`src/rtl/rv_pkg.sv`:
```
package rv_pkg;

    parameter int unsigned xlen = 32;

    typedef enum logic [6:0] {
        op_load   = 7'b0000011,
        op_i_type = 7'b0010011,
        op_auipc  = 7'b0010111,
        op_store  = 7'b0100011,
        op_r_type = 7'b0110011,
        op_lui    = 7'b0110111,
        op_branch = 7'b1100011,
        op_jalr   = 7'b1100111,
        op_jal    = 7'b1101111
    } opcode_e;

    typedef enum logic [3:0] {
        st_fetch,
        st_decode,
        st_mem_addr,
        st_mem_read,
        st_mem_write,
        st_mem_wb,
        st_exec_r,
        st_exec_i,
        st_alu_wb,
        st_branch,
        st_exec_jal,
        st_exec_jalr,
        st_jalr_pc,
        st_exec_lui,
        st_exec_auipc,
        st_error
    } state_e;

    typedef enum logic [3:0] {
        alu_add, alu_sub, alu_and, alu_or, alu_xor, alu_sll,
        alu_srl, alu_sra, alu_slt, alu_sltu, alu_none
    } alu_op_e;

    typedef enum logic [1:0] {src_a_pc, src_a_old_pc, src_a_reg1, src_a_zero} alu_src_a_e;

    typedef enum logic [1:0] {src_b_four, src_b_imm, src_b_reg2, src_b_zero} alu_src_b_e;

    typedef enum logic [2:0] {
        imm_i, imm_i_shift, imm_s, imm_b, imm_j, imm_u, imm_none
    } imm_src_e;

    // encodings follow the load/store funct3 field
    typedef enum logic [2:0] {
        dt_byte  = 3'b000,
        dt_half  = 3'b001,
        dt_word  = 3'b010,
        dt_ubyte = 3'b100,
        dt_uhalf = 3'b101,
        dt_none  = 3'b111
    } mem_dt_e;

    typedef enum logic [1:0] {res_alu_out, res_load, res_imm} res_src_e;

    typedef enum logic [1:0] {wd_result, wd_link} rf_wd_src_e;

    typedef struct packed {
        logic neg;
        logic zero;
        logic carry;    // set when a subtraction does not borrow
        logic overflow;
    } alu_flags_t;

endpackage

```
`src/rtl/rv_alu.sv`:
```
`timescale 1ns/1ps

module rv_alu import rv_pkg::*; (
    input  logic [xlen-1:0] a,
    input  logic [xlen-1:0] b,
    input  alu_op_e         op,
    output logic [xlen-1:0] y,
    output alu_flags_t      flags
);
    logic            use_sub;
    logic [xlen-1:0] b_in;
    logic [xlen-1:0] sum;
    logic            carry;
    logic            overflow;

    // subtract as a + ~b + 1
    assign use_sub  = (op == alu_sub) || (op == alu_slt) || (op == alu_sltu);
    assign b_in     = use_sub ? ~b : b;
    assign {carry, sum} = {1'b0, a} + {1'b0, b_in} + {{xlen{1'b0}}, use_sub};
    assign overflow = (a[xlen-1] == b_in[xlen-1]) && (sum[xlen-1] != a[xlen-1]);

    always_comb begin
        case (op)
            alu_add,
            alu_sub:  y = sum;
            alu_and:  y = a & b;
            alu_or:   y = a | b;
            alu_xor:  y = a ^ b;
            alu_sll:  y = a << b[4:0];
            alu_srl:  y = a >> b[4:0];
            alu_sra:  y = $signed(a) >>> b[4:0];
            alu_slt:  y = {{(xlen-1){1'b0}}, sum[xlen-1] ^ overflow};
            alu_sltu: y = {{(xlen-1){1'b0}}, ~carry}; // borrow means below
            default:  y = '0;
        endcase
    end

    assign flags.neg      = y[xlen-1];
    assign flags.zero     = (y == '0);
    assign flags.carry    = carry;
    assign flags.overflow = overflow;

endmodule

```
`src/rtl/rv_regfile.sv`:
```
`timescale 1ns/1ps

module rv_regfile import rv_pkg::*; (
    input  logic            clk,
    input  logic            rst,
    input  logic [4:0]      ra1,
    input  logic [4:0]      ra2,
    input  logic [4:0]      wa,
    input  logic            we,
    input  logic [xlen-1:0] wd,
    output logic [xlen-1:0] rd1,
    output logic [xlen-1:0] rd2
);
    logic [xlen-1:0] regs [32];

    always_ff @(posedge clk or posedge rst) begin
        if (rst) begin
            for (int i = 0; i < 32; i++) begin
                regs[i] <= '0;
            end
        end else if (we && wa != 5'd0) begin // x0 stays zero
            regs[wa] <= wd;
        end
    end

    assign rd1 = regs[ra1];
    assign rd2 = regs[ra2];

endmodule

```
`src/rtl/rv_imm_ext.sv`:
```
`timescale 1ns/1ps

module rv_imm_ext import rv_pkg::*; (
    input  logic [31:0]     instr,
    input  imm_src_e        imm_src,
    output logic [xlen-1:0] imm
);
    logic sign;

    assign sign = instr[31];

    always_comb begin
        case (imm_src)
            imm_i:       imm = {{20{sign}}, instr[31:20]};
            imm_i_shift: imm = {27'd0, instr[24:20]}; // shamt only
            imm_s:       imm = {{20{sign}}, instr[31:25], instr[11:7]};
            imm_b:       imm = {{19{sign}}, sign, instr[7], instr[30:25],
                                instr[11:8], 1'b0};
            imm_j:       imm = {{11{sign}}, sign, instr[19:12], instr[20],
                                instr[30:21], 1'b0};
            imm_u:       imm = {instr[31:12], 12'd0};
            default:     imm = '0;
        endcase
    end

endmodule

```
`src/rtl/rv_lsu.sv`:
```
`timescale 1ns/1ps

module rv_lsu import rv_pkg::*; (
    input  logic [1:0]      addr_lo,
    input  mem_dt_e         dt,
    input  logic [xlen-1:0] store_data,
    input  logic [xlen-1:0] rdata,
    output logic [xlen-1:0] wdata,
    output logic [3:0]      be,
    output logic [xlen-1:0] load_data
);
    logic [xlen-1:0] lane;

    // stores replicate into every lane, be picks the one that lands
    always_comb begin
        case (dt)
            dt_byte, dt_ubyte: begin
                wdata = {4{store_data[7:0]}};
                be    = 4'b0001 << addr_lo;
            end
            dt_half, dt_uhalf: begin
                wdata = {2{store_data[15:0]}};
                be    = addr_lo[1] ? 4'b1100 : 4'b0011;
            end
            dt_word: begin
                wdata = store_data;
                be    = 4'b1111;
            end
            default: begin
                wdata = store_data;
                be    = 4'b0000;
            end
        endcase
    end

    assign lane = rdata >> {addr_lo, 3'b000}; // addressed byte to bit 0

    always_comb begin
        case (dt)
            dt_byte:  load_data = {{24{lane[7]}}, lane[7:0]};
            dt_ubyte: load_data = {24'd0, lane[7:0]};
            dt_half:  load_data = {{16{lane[15]}}, lane[15:0]};
            dt_uhalf: load_data = {16'd0, lane[15:0]};
            default:  load_data = rdata;
        endcase
    end

endmodule

```
`src/rtl/rv_controller.sv`:
```
`timescale 1ns/1ps

module rv_controller import rv_pkg::*; (
    input  logic        clk,
    input  logic        rst,
    input  logic [31:0] instr,
    input  alu_flags_t  alu_flags,
    output logic        rf_we,
    output logic        mem_we,
    output logic        ir_en,
    output logic        pc_en,
    output logic        old_pc_en,
    output logic        addr_src,
    output logic        data_en,
    output logic        halted,
    output alu_src_a_e  alu_src_a,
    output alu_src_b_e  alu_src_b,
    output alu_op_e     alu_op,
    output imm_src_e    imm_src,
    output mem_dt_e     dt,
    output res_src_e    res_src,
    output rf_wd_src_e  rf_wd_src
);
    opcode_e    opcode;
    logic [2:0] funct3;
    logic       funct7_5;
    state_e     state;
    state_e     decode_ns;
    alu_op_e    alu_dec;
    mem_dt_e    mem_dt;
    logic       take_branch;

    assign opcode   = opcode_e'(instr[6:0]);
    assign funct3   = instr[14:12];
    assign funct7_5 = instr[30];
    assign halted   = (state == st_error);

    always_comb begin
        case (opcode)
            op_r_type: decode_ns = st_exec_r;
            op_i_type: decode_ns = st_exec_i;
            op_load:   decode_ns = st_mem_addr;
            op_store:  decode_ns = st_mem_addr;
            op_branch: decode_ns = st_branch;
            op_jal:    decode_ns = st_exec_jal;
            op_jalr:   decode_ns = st_exec_jalr;
            op_lui:    decode_ns = st_exec_lui;
            op_auipc:  decode_ns = st_exec_auipc;
            default:   decode_ns = st_error;
        endcase
    end

    always_ff @(posedge clk or posedge rst) begin
        if (rst) begin
            state <= st_fetch;
        end else begin
            case (state)
                st_fetch:     state <= st_decode;
                st_decode:    state <= decode_ns;
                st_mem_addr:  state <= (opcode == op_load) ? st_mem_read : st_mem_write;
                st_mem_read:  state <= st_mem_wb;
                st_exec_r:    state <= st_alu_wb;
                st_exec_i:    state <= st_alu_wb;
                st_exec_jalr: state <= st_jalr_pc;
                st_error:     state <= st_error; // stays until reset
                default:      state <= st_fetch;
            endcase
        end
    end

    always_comb begin
        case (funct3)
            3'b000:  alu_dec = (opcode == op_r_type && funct7_5) ? alu_sub : alu_add;
            3'b001:  alu_dec = alu_sll;
            3'b010:  alu_dec = alu_slt;
            3'b011:  alu_dec = alu_sltu;
            3'b100:  alu_dec = alu_xor;
            3'b101:  alu_dec = funct7_5 ? alu_sra : alu_srl;
            3'b110:  alu_dec = alu_or;
            default: alu_dec = alu_and;
        endcase
    end

    always_comb begin
        case (funct3)
            3'b000:  take_branch = alu_flags.zero;                          // beq
            3'b001:  take_branch = !alu_flags.zero;                         // bne
            3'b100:  take_branch = alu_flags.neg ^ alu_flags.overflow;      // blt
            3'b101:  take_branch = !(alu_flags.neg ^ alu_flags.overflow);   // bge
            3'b110:  take_branch = !alu_flags.carry;                        // bltu
            3'b111:  take_branch = alu_flags.carry;                         // bgeu
            default: take_branch = 1'b0;
        endcase
    end

    assign mem_dt = (funct3 inside {3'b000, 3'b001, 3'b010, 3'b100, 3'b101}) ?
                    mem_dt_e'(funct3) : dt_none;

    always_comb begin
        rf_we     = 1'b0;
        mem_we    = 1'b0;
        ir_en     = 1'b0;
        pc_en     = 1'b0;
        old_pc_en = 1'b0;
        addr_src  = 1'b0;
        data_en   = 1'b0;
        alu_src_a = src_a_zero;
        alu_src_b = src_b_zero;
        alu_op    = alu_none;
        imm_src   = imm_none;
        dt        = dt_none;
        res_src   = res_alu_out;
        rf_wd_src = wd_result;
        case (state)
            st_fetch: begin
                ir_en     = 1'b1;
                old_pc_en = 1'b1;
                pc_en     = 1'b1;
                alu_src_a = src_a_pc;
                alu_src_b = src_b_four;
                alu_op    = alu_add;
            end
            st_decode: begin // target for branch, jal and auipc
                alu_src_a = src_a_old_pc;
                alu_src_b = src_b_imm;
                alu_op    = alu_add;
                case (opcode)
                    op_branch: imm_src = imm_b;
                    op_jal:    imm_src = imm_j;
                    op_auipc:  imm_src = imm_u;
                    default:   imm_src = imm_none;
                endcase
            end
            st_mem_addr: begin
                alu_src_a = src_a_reg1;
                alu_src_b = src_b_imm;
                alu_op    = alu_add;
                imm_src   = (opcode == op_load) ? imm_i : imm_s;
            end
            st_mem_read: begin
                addr_src = 1'b1;
                data_en  = 1'b1;
                dt       = mem_dt;
            end
            st_mem_write: begin
                addr_src = 1'b1;
                mem_we   = 1'b1;
                dt       = mem_dt;
            end
            st_mem_wb: begin
                rf_we   = 1'b1;
                res_src = res_load;
            end
            st_exec_r: begin
                alu_src_a = src_a_reg1;
                alu_src_b = src_b_reg2;
                alu_op    = alu_dec;
            end
            st_exec_i: begin
                alu_src_a = src_a_reg1;
                alu_src_b = src_b_imm;
                alu_op    = alu_dec;
                imm_src   = (funct3[1:0] == 2'b01) ? imm_i_shift : imm_i;
            end
            st_alu_wb, st_exec_auipc: rf_we = 1'b1;
            st_branch: begin
                alu_src_a = src_a_reg1;
                alu_src_b = src_b_reg2;
                alu_op    = alu_sub;
                pc_en     = take_branch;
            end
            st_exec_jal: begin
                pc_en     = 1'b1;
                rf_we     = 1'b1;
                rf_wd_src = wd_link;
            end
            st_exec_jalr: begin
                alu_src_a = src_a_reg1;
                alu_src_b = src_b_imm;
                alu_op    = alu_add;
                imm_src   = imm_i;
                rf_we     = 1'b1;
                rf_wd_src = wd_link;
            end
            st_jalr_pc: pc_en = 1'b1;
            st_exec_lui: begin
                rf_we   = 1'b1;
                res_src = res_imm;
                imm_src = imm_u;
            end
            default: ; // error state drives nothing
        endcase
    end

endmodule

```
`src/rtl/rv_datapath.sv`:
```
`timescale 1ns/1ps

module rv_datapath import rv_pkg::*; #(
    parameter logic [31:0] reset_pc = 32'h0
) (
    input  logic        clk,
    input  logic        rst,
    input  logic        rf_we,
    input  logic        mem_we,
    input  logic        ir_en,
    input  logic        pc_en,
    input  logic        old_pc_en,
    input  logic        addr_src,
    input  logic        data_en,
    input  alu_src_a_e  alu_src_a,
    input  alu_src_b_e  alu_src_b,
    input  alu_op_e     alu_op,
    input  imm_src_e    imm_src,
    input  mem_dt_e     dt,
    input  res_src_e    res_src,
    input  rf_wd_src_e  rf_wd_src,
    output logic [31:0] instr,
    output alu_flags_t  alu_flags,
    output logic [31:0] mem_addr,
    output logic [31:0] mem_wdata,
    output logic [3:0]  mem_be,
    input  logic [31:0] mem_rdata
);
    logic [xlen-1:0] pc, old_pc, ir, data_q, alu_out;
    logic [xlen-1:0] reg1, reg2, rd1, rd2;
    logic [xlen-1:0] imm, src_a, src_b, alu_y;
    logic [xlen-1:0] result, rf_wd, load_data;
    logic [3:0]      lsu_be;

    always_ff @(posedge clk or posedge rst) begin
        if (rst) begin
            pc <= reset_pc;
        end else if (pc_en) begin
            // fetch takes pc+4 straight from the alu
            pc <= ir_en ? alu_y : {alu_out[xlen-1:1], 1'b0};
        end
    end

    always_ff @(posedge clk) begin
        if (ir_en) ir <= mem_rdata;
        if (old_pc_en) old_pc <= pc;
        if (data_en) data_q <= load_data;
        reg1    <= rd1;
        reg2    <= rd2;
        alu_out <= alu_y;
    end

    always_comb begin
        case (alu_src_a)
            src_a_pc:     src_a = pc;
            src_a_old_pc: src_a = old_pc;
            src_a_reg1:   src_a = reg1;
            default:      src_a = '0;
        endcase
        case (alu_src_b)
            src_b_four: src_b = 32'd4;
            src_b_imm:  src_b = imm;
            src_b_reg2: src_b = reg2;
            default:    src_b = '0;
        endcase
        case (res_src)
            res_load: result = data_q;
            res_imm:  result = imm;
            default:  result = alu_out;
        endcase
    end

    assign rf_wd    = (rf_wd_src == wd_link) ? old_pc + 32'd4 : result;
    assign instr    = ir;
    assign mem_addr = addr_src ? alu_out : pc;
    assign mem_be   = mem_we ? lsu_be : 4'b0000; // lanes only on writes

    rv_regfile i_regfile (
        .clk(clk), .rst(rst),
        .ra1(ir[19:15]), .ra2(ir[24:20]), .wa(ir[11:7]),
        .we(rf_we), .wd(rf_wd), .rd1(rd1), .rd2(rd2)
    );

    rv_imm_ext i_imm_ext (.instr(ir), .imm_src(imm_src), .imm(imm));

    rv_alu i_alu (.a(src_a), .b(src_b), .op(alu_op), .y(alu_y), .flags(alu_flags));

    rv_lsu i_lsu (
        .addr_lo(alu_out[1:0]), .dt(dt), .store_data(reg2), .rdata(mem_rdata),
        .wdata(mem_wdata), .be(lsu_be), .load_data(load_data)
    );

endmodule

```
`src/rtl/rv_core.sv`:
```
`timescale 1ns/1ps

module rv_core import rv_pkg::*; #(
    parameter logic [31:0] reset_pc = 32'h0
) (
    input  logic        clk,
    input  logic        rst,
    output logic [31:0] mem_addr,
    output logic [31:0] mem_wdata,
    output logic [3:0]  mem_be,
    output logic        mem_we,
    output logic        halted,
    input  logic [31:0] mem_rdata
);
    logic [31:0] instr;
    alu_flags_t  alu_flags;
    logic        rf_we, ir_en, pc_en, old_pc_en, addr_src, data_en;
    alu_src_a_e  alu_src_a;
    alu_src_b_e  alu_src_b;
    alu_op_e     alu_op;
    imm_src_e    imm_src;
    mem_dt_e     dt;
    res_src_e    res_src;
    rf_wd_src_e  rf_wd_src;

    rv_controller i_controller (
        .clk(clk), .rst(rst), .instr(instr), .alu_flags(alu_flags),
        .rf_we(rf_we), .mem_we(mem_we), .ir_en(ir_en), .pc_en(pc_en),
        .old_pc_en(old_pc_en), .addr_src(addr_src), .data_en(data_en), .halted(halted),
        .alu_src_a(alu_src_a), .alu_src_b(alu_src_b), .alu_op(alu_op),
        .imm_src(imm_src), .dt(dt), .res_src(res_src), .rf_wd_src(rf_wd_src)
    );

    rv_datapath #(.reset_pc(reset_pc)) i_datapath (
        .clk(clk), .rst(rst),
        .rf_we(rf_we), .mem_we(mem_we), .ir_en(ir_en), .pc_en(pc_en),
        .old_pc_en(old_pc_en), .addr_src(addr_src), .data_en(data_en),
        .alu_src_a(alu_src_a), .alu_src_b(alu_src_b), .alu_op(alu_op),
        .imm_src(imm_src), .dt(dt), .res_src(res_src), .rf_wd_src(rf_wd_src),
        .instr(instr), .alu_flags(alu_flags),
        .mem_addr(mem_addr), .mem_wdata(mem_wdata), .mem_be(mem_be), .mem_rdata(mem_rdata)
    );

endmodule

```
`config.mk`:
```
export PLATFORM = sky130hd
export DESIGN_NAME = rv_core
export DESIGN_NICKNAME = d
export VERILOG_FILES = /design/src/rtl/rv_pkg.sv /design/src/rtl/rv_alu.sv /design/src/rtl/rv_regfile.sv /design/src/rtl/rv_imm_ext.sv /design/src/rtl/rv_lsu.sv /design/src/rtl/rv_controller.sv /design/src/rtl/rv_datapath.sv /design/src/rtl/rv_core.sv
export SDC_FILE = /design/constraint.sdc
export NUM_CORES = 2
export LEC_CHECK = 0
export BUFFER_PORTS_ARGS = -buffer_cell sky130_fd_sc_hd__buf_4
export CAP_MARGIN = 5
export CORE_UTILIZATION = 56
export DETAILED_ROUTE_END_ITERATION = 8
export GPL_TIMING_DRIVEN = 0
export PLACE_DENSITY = 0.77
export SLEW_MARGIN = 20
export SYNTH_ARGS = -nofsm -noshare
export SYNTH_HDL_FRONTEND = slang
export SYNTH_HIERARCHICAL = 1
export SYNTH_SLANG_ARGS = --single-unit
```
`constraint.sdc`:
```
create_clock -name clk -period 102.2 [get_ports clk]
set_input_delay 10.22 -clock clk [delete_from_list [all_inputs] [get_ports clk]]
set_output_delay 10.22 -clock clk [all_outputs]
set_load 0.02 [all_outputs]
```
# == Word level (Yosys, flattened, before mapping) ==
# Index checks and enable logic that the tools add are counted.
# word_totals
reg_bits,1252
word_cells,200
out_inout_bits,70
in_bits,34
# classes
n_addsub,3
muxes,47
shifts,5
bitwise,10
reduce_logical,32
n_lt_le_gt_ge,4
n_eq_ne,59
# ops
operator,count
1024-bit bitwise mux,1
32-bit binary-select mux with 5-bit select,2
32-bit two-way mux,9
32-bit case mux with 9 select lines,1
32-bit case mux with 3 select lines,2
32-bit case mux with 6 select lines,1
32-bit demux with 5-bit select,1
32-bit case mux with 2 select lines,2
32-bit case mux with 4 select lines,1
4-bit case mux with 7 select lines,2
"4-bit equality test, second input constant",10
32-bit by 32-bit adder with 33-bit output,1
33-bit by 1-bit adder with 33-bit output,1
"32-bit by 3-bit adder with 32-bit output, second input constant",1
32-bit bitwise AND,1
"4-bit by 3-bit equality test with 1-bit output, second input constant",8
32-bit zero test,1
32-bit NOT,1
32-bit bitwise OR,1
4-bit case mux with 8 select lines,1
32-bit by 5-bit << shifter with 32-bit output,1
32-bit by 5-bit >> shifter with 16-bit output,1
32-bit by 5-bit >> shifter with 32-bit output,1
32-bit by 5-bit >>> shifter with 32-bit output,1
other kinds (44),108

# == Logic depth before layout (Yosys ltp) ==
# logic_depth
word_depth,19
ltp_mapped,37
mapped_depth_nobuf,26

# == Cells and area by module ==
# The synthesis kept the hierarchy.
# by_module_without_submodules
module,instances,seq_area_each_um2,cells_each,area_per_inst_um2
rv_regfile,1,25624.6,4602,55939.9
rv_alu,1,0.0,1298,9286.4
rv_datapath,1,5605.4,771,9165.0
rv_lsu,1,0.0,184,1267.5
rv_controller,1,100.1,136,873.3
rv_imm_ext,1,0.0,72,569.3

# == Worst setup path after synthesis ==
# Ideal clock, no wire load.
# synth_path
kind,reg-to-output
startpoint,register i_controller.state[1]
endpoint,output mem_wdata[30]
slack_ns,89.964
stages_incl_launch_ff,9
path_buffers,3
t_arrival_ns,2.016
cell_sequence,dfrtp_1 > nor2b_1 > mux2i_1 > nor2_1 > nand2_1 > buf_2 > clkbuf_1 > clkbuf_1 > o21ai_0
# synth_between
elab_chain_len,6
elab_cells_between_ends,11
cone_classes,eq/ne (5); mux (2); reduce/logical (4)
# synth_rtl
item,line_no,text
start: declaration,rv_controller.sv:27,state_e state;
start signal: assignment,rv_controller.sv:55,state <= st_fetch;
start signal: assignment,rv_controller.sv:58,st_fetch: state <= st_decode;
start signal: assignment,rv_controller.sv:59,st_decode: state <= decode_ns;
4-bit by 2-bit equality test with 1-bit output or 4-bit by 3-bit equality test with 1-bit output (tied branches),rv_controller.sv:114,case (state)
2-bit OR reduction (no source line) (*),n/a,
3-bit two-way mux (*),rv_controller.sv:114,
via dt[1],rv_core.sv:22,mem_dt_e dt;
3-bit equality test (tied with other cells),rv_lsu.sv:16,case (dt)
2-bit OR reduction,rv_lsu.sv:16,
32-bit case mux with 2 select lines (*),rv_lsu.sv:16,
end: declaration,rv_core.sv:9,"output logic [31:0] mem_wdata,"
# The timed path passes the listed nets; every way through them passes the cells marked *.

# == Worst setup path after layout ==
# Same ends and word-level chain as after synthesis.

==> impl_metrics.yaml <==
status:
  status: "finished, final reports clean"
floorplanning:
  coreArea_sq_um: 136000
  die_w_um: 373
  die_area_sq_um: 139000
  initial_utilization_pct: 56.7
  core.rowCount: 135
  die_h_um: 373
  pin_count: 104
final_layout:
  regArea_sq_um: 31300
  nets: 7479
  areaGrowthSynthToFinish_pct: 11.3
  fill_cells: 10600
  multiInputGateArea_sq_um: 42000
  drive_gt1_share_pct: 25.2
logic_synthesis:
  synthTopCellsByCount: "mux2i_1 (1175), dfrtp_1 (1060), mux2_2 (1044)"
  synthFlopType: "dfrtp_1"
  synthCells: 7063
  synth_cell_types: 109
  synth_area_leaders: "dfrtp_1 (34%), mux2i_1 (15%), mux2_2 (15%)"
  synth_area_sq_um: 77100
  yosysWarnings: 6
  synth_area_leader_cell: "dfrtp_1"
  synth_most_common_cell: "mux2i_1"
  avgSynthCellArea_sq_um: 10.9
  synth.net_count: 7199
  async_flop_share_pct: 84.7
  synth_edf_count: 96
  synth_seq_cells: 1252
  ys_seq_area_share_pct: 40.6
  yosysTopAreaCellShare_pct: 34.4
setup_path:
  crit_start: "i_controller/state[1]"
  worstSetupPathType: "flop to primary output"
  reg2regPathDepth: 36
  r2r_start: "i_datapath/instr[6]"
  arrival_ns: 3.70
  critPathCaptureType: "primary output"
  start_kind: "flop"
  crit_required_ns: 91.98
  crit_fanout: 10
route:
  drc: 0
  drtAntennaViolNets: 0
  detail_route.vias_per_cell: 7.36
  wl_per_cell_um: 40.3
  wl_um: 373000
  firstDrtPassIters: 9
  num_vias: 68100
  first_iter_violations: 10300
grt:
  first_global_vias: 65900
  antenna_found_initial: 25
  grt-ovfl-total: 0
  grt_pass1_wl_um: 511000
  grt_max_degree: 112
  grt.total_usage_pct: 52.3
power:
  power.internal_w: 0.00165
  swShare_pct: 51.0
  power_frac_comb_pct: 58.2
  p_switching_w: 0.00172
  peakVddDrop_v: 0.0000260
  powerDensity_nw_per_um2: 39.3
  pwr-share-clk_pct: 15.8
  p_seq_share_pct: 26.1
  p_leak_nw: 39.5
cts:
  cts_resized: 0
  clk_pin_slew_worst_paths_ns: 0.06
  clk_latency_ns: 0.81
  cts-root-buf: "clkbuf_16"
  postCtsSetupBuffers: 0
  cts_tree: "yes"
  cts_buffers: 136
  htree_levels: 4
  cts-hold-fix-buffers: 0
  clock_path_buffers: 3
  cts_sinks: 1252
flow_run:
  drv_cap: 0
placed_design:
  port_buffers: 103
  dp_hpwl_um: 281000
  finalWeightedCongestion: 1.08
sta:
  period_share_pct: 13.6
  slew_viol_final: 0
  rsz0062_at_grt: "false"
  tns_ns: 0
  hold_viol_final: 0
  fmax_ghz: 0.0718
  clock_skew_ns: 0.0757
  setup_viol: 0
  period_minus_slack_ns: 13.92
  worst_slew_pin_slew_ns: 1.35
  holdWs_ns: 0.487
  max-slew-margin-rel_pct: 9.75
hold_path:
  min_path_type: "flop to flop"
  min_path_cells: 1
  hp-start: "i_datapath/i_regfile/regs[1021]"
## routing by layer
| metal | up-vias | track usage, % | routed length, um |
|---|---|---|---|
| li1 | 26800 | - | - |
| met5 | - | 0 | 94 |
| met2 | 5678 | 76.3 | 156000 |
| met4 | 12 | 45.9 | 40300 |
| met3 | 1813 | 19.1 | 49900 |
| met1 | 33900 | 60.3 | 126000 |
## cells by family (layout without fill, tap and decap cells)
logic type | Yosys count | after routing | share of synthesized area [%]
multiplexers | 2300 | 2300 | 32.3
AO/OA/AOI/OAI | 1302 | 1302 | 11.5
flip-flops | 1252 | 1252 | 40.6
AND/OR/NAND/NOR | 1243 | 1243 | 7.92
buffers and inverters | 798 | 1192 | 5.18
adder cells (fa/ha/maj) | 102 | 102 | 1.66
XOR/XNOR | 65 | 65 | 0.738
other | 1 | 18 | 0.00486
## cell usage in the layout (no fill, tap or decap), drive strengths merged, types with 14 or more instances in the layout
cell     netlist  layout
nand3        260     260
nand2        421     421
ha           101     101
mux2        1083    1083
or3           15      15
xor2          18      18
a211o         14      14
a211oi        51      51
mux4          41      41
o22ai         23      23
dfrtp       1060    1060
and3          18      18
a21o          32      32
diode          0      17
a31oi        104     104
edfxtp        96      96
nor2b         29      29
o2bb2ai       14      14
o211ai        47      47
nand3b        15      15
clkbuf       354     552
buf          350     492
o31ai         24      24
clkinv         1      33
o21ai        138     138
a22o         166     166
and2          17      17
nand2b        31      31
nor2         218     218
inv           93      98
nor3         103     103
a21oi        338     338
xnor2         47      47
nand4         30      30
a22oi        243     243
mux2i       1176    1176
dfxtp         96      96
## final cells by class
cell class | count | share of cell area, %
Timing Repair Buffer | 142 | 1.64
Buffer | 704 | 4.26
Sequential cell | 1252 | 36.5
Antenna cell | 17 | 0.0496
Inverter | 94 | 0.420
Multi-Input combinational cell | 5013 | 48.9
Clock inverter | 54 | 0.930
Clock buffer | 198 | 4.69
Tap cell | 1781 | 2.60
## worst max-delay path, cell delays in order (launching register included)
cell,delay (ns)
dfrtp_1,0.45
nor2b_1,0.19
mux2i_1,0.17
nor2_1,0.14
nand2_1,0.09
buf_2,0.26
clkbuf_1,0.56
clkbuf_1,0.60
o21ai_0,0.24
buf_4,0.21
## path summary, 6_finish.rpt
kind                                              endpoint  slack, ns
max                                          mem_wdata[30]      88.28
min                        i_datapath/i_regfile/regs[1021]       0.49
max reg2reg                               i_datapath/pc[0]      89.87
min reg2reg                i_datapath/i_regfile/regs[1021]       0.49
max in group asynchronous   i_datapath/i_regfile/regs[464]      89.98
min in group asynchronous            i_controller/state[1]       9.42
## per-stage QoR
step	area, sq um	std cells	total power [W]	util [%]	setup WS (ns)
2_1_floorplan	77100	7063	0.00192	-	63.16
3_3_place_gp	80100	8947	0.00266	58.9	52.55
3_5_place_dp	80900	8986	0.00271	59.5	89.05
4_1_cts	85700	9238	0.00325	63.1	88.34
5_1_grt	85800	9240	0.00343	63.1	88.16
6_report	85800	9255	0.00337	63.1	88.28
## power by group through the flow
stage	Sequential [W]	Combinational (W)	Clock [W]
2_1_floorplan	0.000795	0.00113	0
3_3_place_gp	0.000855	0.00180	0
3_5_place_dp	0.000866	0.00184	0
4_1_cts	0.000861	0.00186	0.000531
5_1_grt	0.000888	0.00199	0.000551
6_report	0.000879	0.00196	0.000531
## registers in the layout, indices dropped and copies added (netlist names)
signal,count
i_datapath/reg1,32
i_datapath/pc,32
i_datapath/data_q,32
i_datapath/instr,32
i_controller/state,4
i_datapath/i_regfile/regs,1024
i_datapath/old_pc,32
i_datapath/reg2,32
i_datapath/alu_out,32
Power figures use the tool's default switching activity.
